## src/hw/axis_beat_pkg.sv

```systemverilog
`default_nettype none

package axis_beat_pkg;

    localparam int DATA_WIDTH = 32;
    localparam int STRB_WIDTH = DATA_WIDTH / 8;
    localparam int USER_WIDTH = 2;

    // One AXI-Stream beat as seen by sources and sinks
    typedef struct packed {
        logic [DATA_WIDTH-1:0] data;
        logic [STRB_WIDTH-1:0] strb;
        logic [STRB_WIDTH-1:0] keep;
        logic                  last;
        logic [USER_WIDTH-1:0] user;
    } stream_beat_t;

    // Serializer side beat, stream id carried as tid
    typedef struct packed {
        stream_beat_t beat;
        logic [1:0]   tid;
    } tagged_beat_t;

endpackage

`default_nettype wire

```

## src/hw/switch_route_pkg.sv

```systemverilog
`default_nettype none

package switch_route_pkg;

    localparam int NUM_SOURCES = 3;

    // Upstream source ids, also used as return stream ids
    typedef enum logic [1:0] {
        ID_USER     = 2'd0,
        ID_BRIDGE   = 2'd1,
        ID_ANALYZER = 2'd2
    } stream_id_t;

    // One bit per source
    typedef logic [NUM_SOURCES-1:0] grant_t;

    localparam int DEFAULT_FIFO_DEPTH      = 16;
    localparam int DEFAULT_READY_THRESHOLD = 6;

    // Index of the set bit of a one-hot grant
    function automatic stream_id_t grant_to_id(grant_t g);
        stream_id_t id;
        id = ID_USER;
        for (int i = 0; i < NUM_SOURCES; i++) begin
            if (g[i]) begin
                id = stream_id_t'(i);
            end
        end
        return id;
    endfunction

endpackage

`default_nettype wire

```

## src/hw/axis_sw_top.sv

```systemverilog
`timescale 1ns/1ns
`default_nettype none

module axis_sw_top
    import axis_beat_pkg::*;
    import switch_route_pkg::*;
#(
    parameter int FIFO_DEPTH      = DEFAULT_FIFO_DEPTH,
    parameter int READY_THRESHOLD = DEFAULT_READY_THRESHOLD
) (
    input  wire logic         axis_clk,
    input  wire logic         axi_reset_n,

    // User project source
    input  wire stream_beat_t up_as,
    input  wire logic         up_as_tvalid,
    output logic              as_up_tready,
    // Register bridge source
    input  wire stream_beat_t aa_as,
    input  wire logic         aa_as_tvalid,
    output logic              as_aa_tready,
    // Logic analyzer source
    input  wire stream_beat_t la_as,
    input  wire logic         la_as_tvalid,
    output logic              as_la_tready,

    // Toward the serializer
    output tagged_beat_t      as_is_beat,
    output logic              as_is_tvalid,
    input  wire logic         is_as_tready,

    // From the serializer
    input  wire tagged_beat_t is_as_beat,
    input  wire logic         is_as_tvalid,
    output logic              as_is_tready,

    // Return sinks
    output stream_beat_t      as_up_beat,
    output logic              as_up_tvalid,
    input  wire logic         up_as_tready,
    output stream_beat_t      as_aa_beat,
    output logic              as_aa_tvalid,
    input  wire logic         aa_as_tready
);

    grant_t grant;
    logic   frame_done;

    rr_arbiter u_arbiter (
        .axis_clk    (axis_clk),
        .axi_reset_n (axi_reset_n),
        .req         ({la_as_tvalid, aa_as_tvalid, up_as_tvalid}),
        .frame_done  (frame_done),
        .grant       (grant)
    );

    upstream_mux u_mux (
        .axis_clk     (axis_clk),
        .axi_reset_n  (axi_reset_n),
        .grant        (grant),
        .src_beat     ({la_as, aa_as, up_as}),
        .src_valid    ({la_as_tvalid, aa_as_tvalid, up_as_tvalid}),
        .is_as_tready (is_as_tready),
        .src_ready    ({as_la_tready, as_aa_tready, as_up_tready}),
        .as_is_beat   (as_is_beat),
        .as_is_tvalid (as_is_tvalid),
        .frame_done   (frame_done)
    );

    downstream_router #(
        .FIFO_DEPTH      (FIFO_DEPTH),
        .READY_THRESHOLD (READY_THRESHOLD)
    ) u_router (
        .axis_clk     (axis_clk),
        .axi_reset_n  (axi_reset_n),
        .is_as_beat   (is_as_beat),
        .is_as_tvalid (is_as_tvalid),
        .up_as_tready (up_as_tready),
        .aa_as_tready (aa_as_tready),
        .as_is_tready (as_is_tready),
        .as_up_beat   (as_up_beat),
        .as_up_tvalid (as_up_tvalid),
        .as_aa_beat   (as_aa_beat),
        .as_aa_tvalid (as_aa_tvalid)
    );

endmodule

`default_nettype wire

```

## src/hw/beat_fifo.sv

```systemverilog
`timescale 1ns/1ns
`default_nettype none

module beat_fifo
    import axis_beat_pkg::*;
#(
    parameter int FIFO_DEPTH = 16
) (
    input  wire logic                        axis_clk,
    input  wire logic                        axi_reset_n,
    input  wire logic                        wr_en,
    input  wire tagged_beat_t                wr_beat,
    input  wire logic                        rd_en,
    output tagged_beat_t                     rd_beat,
    output logic                             empty,
    output logic [$clog2(FIFO_DEPTH):0]      level
);

    localparam int ADDR_WIDTH = $clog2(FIFO_DEPTH);

    tagged_beat_t          mem [FIFO_DEPTH];

    // Top bit flags a wrap, so full and empty differ
    logic [ADDR_WIDTH:0]   wr_ptr;
    logic [ADDR_WIDTH:0]   rd_ptr;

    ////////////////////////////////////////
    // Pointers
    ////////////////////////////////////////

    always_ff @(posedge axis_clk or negedge axi_reset_n) begin
        if (!axi_reset_n) begin
            wr_ptr <= '0;
            rd_ptr <= '0;
        end else begin
            if (wr_en) begin
                wr_ptr <= wr_ptr + 1'b1;
            end
            if (rd_en) begin
                rd_ptr <= rd_ptr + 1'b1;
            end
        end
    end

    ////////////////////////////////////////
    // Storage
    ////////////////////////////////////////

    always_ff @(posedge axis_clk) begin
        if (wr_en) begin
            mem[wr_ptr[ADDR_WIDTH-1:0]] <= wr_beat;
        end
    end

    // Head is visible without a read cycle
    assign rd_beat = mem[rd_ptr[ADDR_WIDTH-1:0]];

    assign empty = (wr_ptr == rd_ptr);
    assign level = wr_ptr - rd_ptr;

endmodule

`default_nettype wire

```

## src/hw/downstream_router.sv

```systemverilog
`timescale 1ns/1ns
`default_nettype none

module downstream_router
    import axis_beat_pkg::*;
    import switch_route_pkg::*;
#(
    parameter int FIFO_DEPTH      = 16,
    parameter int READY_THRESHOLD = 6
) (
    input  wire logic         axis_clk,
    input  wire logic         axi_reset_n,
    input  wire tagged_beat_t is_as_beat,
    input  wire logic         is_as_tvalid,
    input  wire logic         up_as_tready,
    input  wire logic         aa_as_tready,
    output logic              as_is_tready,
    output stream_beat_t      as_up_beat,
    output logic              as_up_tvalid,
    output stream_beat_t      as_aa_beat,
    output logic              as_aa_tvalid
);

    tagged_beat_t                 head;
    logic                         empty;
    logic [$clog2(FIFO_DEPTH):0]  level;
    logic                         wr_en;
    logic                         rd_en;
    logic                         pop;

    // Headroom above the threshold absorbs beats already in flight
    assign as_is_tready = (level <= READY_THRESHOLD);
    assign wr_en        = is_as_tvalid & as_is_tready;

    beat_fifo #(
        .FIFO_DEPTH (FIFO_DEPTH)
    ) u_fifo (
        .axis_clk    (axis_clk),
        .axi_reset_n (axi_reset_n),
        .wr_en       (wr_en),
        .wr_beat     (is_as_beat),
        .rd_en       (rd_en),
        .rd_beat     (head),
        .empty       (empty),
        .level       (level)
    );

    ////////////////////////////////////////
    // Head decode by stream id
    ////////////////////////////////////////

    always_comb begin
        as_up_tvalid = 1'b0;
        as_aa_tvalid = 1'b0;
        case (head.tid)
            ID_USER: begin
                as_up_tvalid = !empty;
                pop          = up_as_tready;
            end
            ID_BRIDGE: begin
                as_aa_tvalid = !empty;
                pop          = aa_as_tready;
            end
            // No sink for these ids, drop one per cycle
            default: pop = 1'b1;
        endcase
    end

    assign rd_en = !empty & pop;

    assign as_up_beat = head.beat;
    assign as_aa_beat = head.beat;

endmodule

`default_nettype wire

```

## src/hw/rr_arbiter.sv

```systemverilog
`timescale 1ns/1ns
`default_nettype none

module rr_arbiter
    import switch_route_pkg::*;
(
    input  wire logic   axis_clk,
    input  wire logic   axi_reset_n,
    input  wire grant_t req,
    input  wire logic   frame_done,
    output grant_t      grant
);

    stream_id_t base_q;
    grant_t     pick;

    // Source id at a given offset from the base, modulo the source count
    function automatic int unsigned rr_index(stream_id_t base, int unsigned offset);
        int unsigned sum;
        sum = int'(base) + offset;
        if (sum >= NUM_SOURCES) begin
            sum = sum - NUM_SOURCES;
        end
        return sum;
    endfunction

    ////////////////////////////////////////
    // Priority search from the base
    ////////////////////////////////////////

    // Walk from the farthest offset back, so the nearest requester wins
    always_comb begin
        pick = '0;
        for (int i = NUM_SOURCES - 1; i >= 0; i--) begin
            if (req[rr_index(base_q, i)]) begin
                pick = grant_t'(1) << rr_index(base_q, i);
            end
        end
    end

    ////////////////////////////////////////
    // Grant lock and base rotation
    ////////////////////////////////////////

    always_ff @(posedge axis_clk or negedge axi_reset_n) begin
        if (!axi_reset_n) begin
            grant  <= '0;
            base_q <= ID_USER;
        end else if (grant == '0) begin
            grant <= pick;
        end else if (frame_done) begin
            // Idle for one cycle, next search starts after the finished source
            grant  <= '0;
            base_q <= stream_id_t'(rr_index(grant_to_id(grant), 1));
        end
    end

endmodule

`default_nettype wire

```

## src/hw/upstream_mux.sv

```systemverilog
`timescale 1ns/1ns
`default_nettype none

module upstream_mux
    import axis_beat_pkg::*;
    import switch_route_pkg::*;
(
    input  wire logic                           axis_clk,
    input  wire logic                           axi_reset_n,
    input  wire grant_t                         grant,
    input  wire stream_beat_t [NUM_SOURCES-1:0] src_beat,
    input  wire logic [NUM_SOURCES-1:0]         src_valid,
    input  wire logic                           is_as_tready,
    output logic [NUM_SOURCES-1:0]              src_ready,
    output tagged_beat_t                        as_is_beat,
    output logic                                as_is_tvalid,
    output logic                                frame_done
);

    stream_id_t   sel_id;
    stream_beat_t sel_beat;
    logic         accept;

    ////////////////////////////////////////
    // Source select
    ////////////////////////////////////////

    assign sel_id   = grant_to_id(grant);
    assign sel_beat = src_beat[sel_id];

    // Register is empty or drains this cycle whenever the serializer is ready
    assign src_ready = grant & {NUM_SOURCES{is_as_tready}};

    assign accept     = |(src_ready & src_valid);
    assign frame_done = accept & sel_beat.last;

    ////////////////////////////////////////
    // Output register
    ////////////////////////////////////////

    always_ff @(posedge axis_clk or negedge axi_reset_n) begin
        if (!axi_reset_n) begin
            as_is_tvalid <= 1'b0;
        end else if (accept) begin
            as_is_tvalid <= 1'b1;
        end else if (is_as_tready) begin
            as_is_tvalid <= 1'b0;
        end
    end

    // Holds while the serializer stalls
    always_ff @(posedge axis_clk) begin
        if (accept) begin
            as_is_beat.beat <= sel_beat;
            as_is_beat.tid  <= sel_id;
        end
    end

endmodule

`default_nettype wire

```

## config.mk

```make
export PLATFORM = sky130hd
export DESIGN_NAME = axis_sw_top
export DESIGN_NICKNAME = d
export VERILOG_FILES = /design/src/hw/axis_beat_pkg.sv /design/src/hw/switch_route_pkg.sv /design/src/hw/axis_sw_top.sv /design/src/hw/beat_fifo.sv /design/src/hw/downstream_router.sv /design/src/hw/rr_arbiter.sv /design/src/hw/upstream_mux.sv
export SDC_FILE = /design/constraint.sdc
export NUM_CORES = 1
export LEC_CHECK = 0
export BUFFER_PORTS_ARGS = -buffer_cell sky130_fd_sc_hd__buf_2
export CORE_ASPECT_RATIO = 0.9
export CORE_MARGIN = 1.5
export CORE_UTILIZATION = 50
export DETAILED_ROUTE_END_ITERATION = 10
export GPL_TIMING_DRIVEN = 0
export PLACE_DENSITY = 0.74
export SLEW_MARGIN = 20
export SYNTH_ARGS = -nofsm -noshare
export SYNTH_HDL_FRONTEND = slang
export SYNTH_SLANG_ARGS = --single-unit
export TNS_END_PERCENT = 30
```

## constraint.sdc

```tcl
create_clock -name axis_clk -period 17.96 [get_ports axis_clk]
set_input_delay 1.796 -clock axis_clk [delete_from_list [all_inputs] [get_ports axis_clk]]
set_output_delay 1.796 -clock axis_clk [all_outputs]
set_load 0.005 [all_outputs]
```

==> results.md <==
- Crit path kind: flop to primary output
- Yosys cell types: 51
- Sink Count: 781
- Antenna violations before repair: 17
- Synth Area in XOR/XNOR: 0.197%
- RSZ-0062 raised after global routing: false
- Congestion Overflow GR: 0
- Synth warn: 0
- Slew HR: 31.5%
- Hold path depth: 0
- Final setup violation count: 0
- Die width: 266 um
- IO Port Bufs: 320
- Number of routed nets with antenna violations: 0
- First-pass GRT wire length: 112000 um
- Setup_tns: 0 ps
- Most frequent cells in the layout: edfxtp_1 (765), buf_2 (353), mux4_2 (219)
- Least-Margin Pin Slew: 1030 ps
- Final setup margin: 12130 ps
- Worst setup SP type: flop
- WL/cell: 29.3 um
- Sequential area share after synthesis: 75.2%
- Number of global-route vias before repair: 16640
- Worst-Skew Late Latency: 620 ps
- Post-placement setup slack: 12710 ps
- FFs w/ async S/R, synth: 2.05%
- Layout cells sized above 1: 40.2%
- Num CTS Buffers: 76
- Cell Area, Synth: 31100 um2
- Routed Wire Length: 79400 um
- Max cap viols: 0
- Final Skew: 18.3 ps
- Commonest non-fill, non-tap cell in the layout: edfxtp_1
- NumNets Final: 2054
- CORE AREA: 61300 um2
- Critical Path Sink Type: primary output
- Predominant post-synthesis flop cell: edfxtp_1
- Hold path endpoint: u_mux.as_is_beat[1]
- TritonCTS clock tree: yes
- H-tree Lvls: 3
- Worst-path cell chain: buf_2 -> buf_4 -> clkbuf_1 -> clkbuf_1 -> mux4_2 -> mux4_2 -> buf_4 -> buf_2
- Reg2reg start: u_router.u_fifo.rd_ptr[3]
- IO Count: 321
- WP data arrival: 4040 ps
- Max VDD drop: 92.7 uV
- Routed via count: 16299
- Final non-filler cell area: 36500 um2
- Starting Density: 50.6%
- Min-Delay Path Class: flop to flop
- Synth Area in Compound Gates: 1.87%
- R2R Path End: u_router.u_fifo.mem[0][23]
- Outcome: complete, no violations
- Final Max Tran Viols: 0
- Clock-pin transition on the worst setup and hold timing paths: 60 ps
- Fin. Hold Viols: 0
- Area grow syn2layout: 17.4%
- First-pass iteration count of the detailed router: 7
- Lkg Pwr: 12.4 nW
- Total global-route track usage: 25.2%
- Synthesized area per cell: 21.7 um2
- Max Freq: 171 MHz
- Cells on worst reg2reg path: 12
- Worst endpoint required time: 16160 ps
- Pwr Density: 160 nW/um2
- Tmin final: 5830 ps
- RePlAce Congestion: 0.926
- CTS Root Cell: clkbuf_16
- DP Area: 34200 um2
- Hold Startpoint: u_arbiter.grant[2]
- Post-CTS Setup Repair Bufs: 0
- Die ar.: 63600 um2
- Maximum fanout along the worst path: 10
- Final period util: 32.5%
- Mux cell area share after synthesis: 17.9%
- CTS resizes: 0
- Net count after synthesis: 1630
- Die Span Y: 239 um
- Synthesized flop and latch total: 781
- FF-to-FF setup slack: 13160 ps
- Drt drc: 0
- Clock buffer depth: 3
- CP max stage delay: 750 ps
- Vias per cell: 6.02
- Slowest CP cell: clkbuf_1
- Row count: 86
- Cells after Synth: 1433
- Detailed placement HPWL: 49200 um
- Number of synthesized flops with an enable pin: 765
- Pin count of the biggest net entering global routing: 48
- Largest family of logic cells by synthesized area: multiplexers
- Synth Area in Adders: 0.588%
- Starting DRT DRC Count: 1558
- Simple-Gate Fraction of Synth Area: 1.95%
- Cts hold-fix bufs: 0
-- area by class of cell --
| type | instances | area (um2) |
|---|---|---|
| fillers | 4382 | 24900 |
| flip-flops and latches | 781 | 23400 |
| multi-input cells | 523 | 7070 |
| repair buffers | 346 | 2040 |
| clock buffers | 96 | 1990 |
| well taps | 792 | 991 |
| plain buffers | 115 | 656 |
| clock inverters | 36 | 297 |
| inverters | 14 | 52.6 |
| diodes | 4 | 10.0 |
-- Yosys cell counts (2+ instances only) --
cell	number	share of area (%)
mux2_2	9	0.33
nand4_1	2	0.040
and2_1	10	0.20
xnor2_1	2	0.056
a21o_1	2	0.048
nor2b_1	8	0.16
a211oi_1	2	0.048
buf_2	27	0.43
buf_1	9	0.11
o21a_1	4	0.097
ha_1	13	0.52
inv_1	14	0.17
and3_1	12	0.24
or3_1	7	0.14
nor2_1	15	0.18
o22ai_1	3	0.060
o21ai_0	56	0.90
o311ai_1	3	0.085
mux4_2	219	16
o211ai_1	4	0.097
clkbuf_1	33	0.40
nand3_1	8	0.13
dfrtp_1	16	1.3
nand2_1	57	0.69
mux2i_1	52	1.7
nor3_1	3	0.048
a32o_1	3	0.097
xor2_1	5	0.14
a21oi_1	6	0.097
edfxtp_1	765	74
buf_4	44	1.1
-- how the worst max path moves through the flow --
stage                                  end  cells after the start                       from  slack, ps
6_report                    as_up_beat[23]                      8  u_router.u_fifo.rd_ptr[1]      12130
5_1_grt                     as_up_beat[23]                      8  u_router.u_fifo.rd_ptr[1]      11930
4_1_cts                     as_up_beat[13]                      8  u_router.u_fifo.rd_ptr[1]      12020
3_5_place_dp                as_up_beat[13]                      8  u_router.u_fifo.rd_ptr[1]      12710
3_3_place_gp   u_router.u_fifo.mem[15][33]                      9  u_router.u_fifo.rd_ptr[3]       4940
2_1_floorplan   u_router.u_fifo.mem[15][0]                      9  u_router.u_fifo.rd_ptr[3]      10950
-- worst max-delay path: cells and delay by family (launching register included) --
kind	cells	cell delay [ps]
buffers and inverters	6	2050
DFF	1	400
muxes	2	960
-- sequential cells by signal, summed over array words and instances (netlist names) --
name                    count
u_arbiter.base_q            2
u_mux.as_is_tvalid          1
u_router.u_fifo.wr_ptr      5
u_mux.as_is_beat           45
u_arbiter.grant             3
u_router.u_fifo.rd_ptr      5
u_router.u_fifo.mem       720
-- cell families after synthesis --
logic type / Yosys count
flops: 781
mux: 280
buf+inv: 129
simple gates: 127
compound gates: 95
fa+ha+maj: 14
xor+xnor: 7
-- power breakdown --
group          leakage [nW]  internal, W  switching (W)
Sequential             7.10      0.00221      0.0000513
Clock                  1.11     0.000841       0.000650
Combinational          4.15      0.00100        0.00110
-- routing by layer --
metal / track usage [%] / wire length [um]
met1: 30.9 / 29000
met2: 44.1 / 41300
met3: 5.34 / 6030
met4: 9.33 / 2950
met5: 0 / 110
-- through the flow --
step / util [%] / hold WS (ps) / std cells / power, W
2_1_floorplan: - / 423 / 1433 / 0.00361
4_1_cts: 59.5 / 443 / 2703 / 0.00591
3_3_place_gp: 54.9 / 425 / 2545 / 0.00435
5_1_grt: 59.5 / 451 / 2707 / 0.00609
6_report: 59.5 / 447 / 2707 / 0.00585
3_5_place_dp: 55.7 / 429 / 2571 / 0.00441
No activity file was read; power rests on OpenSTA's default activity.
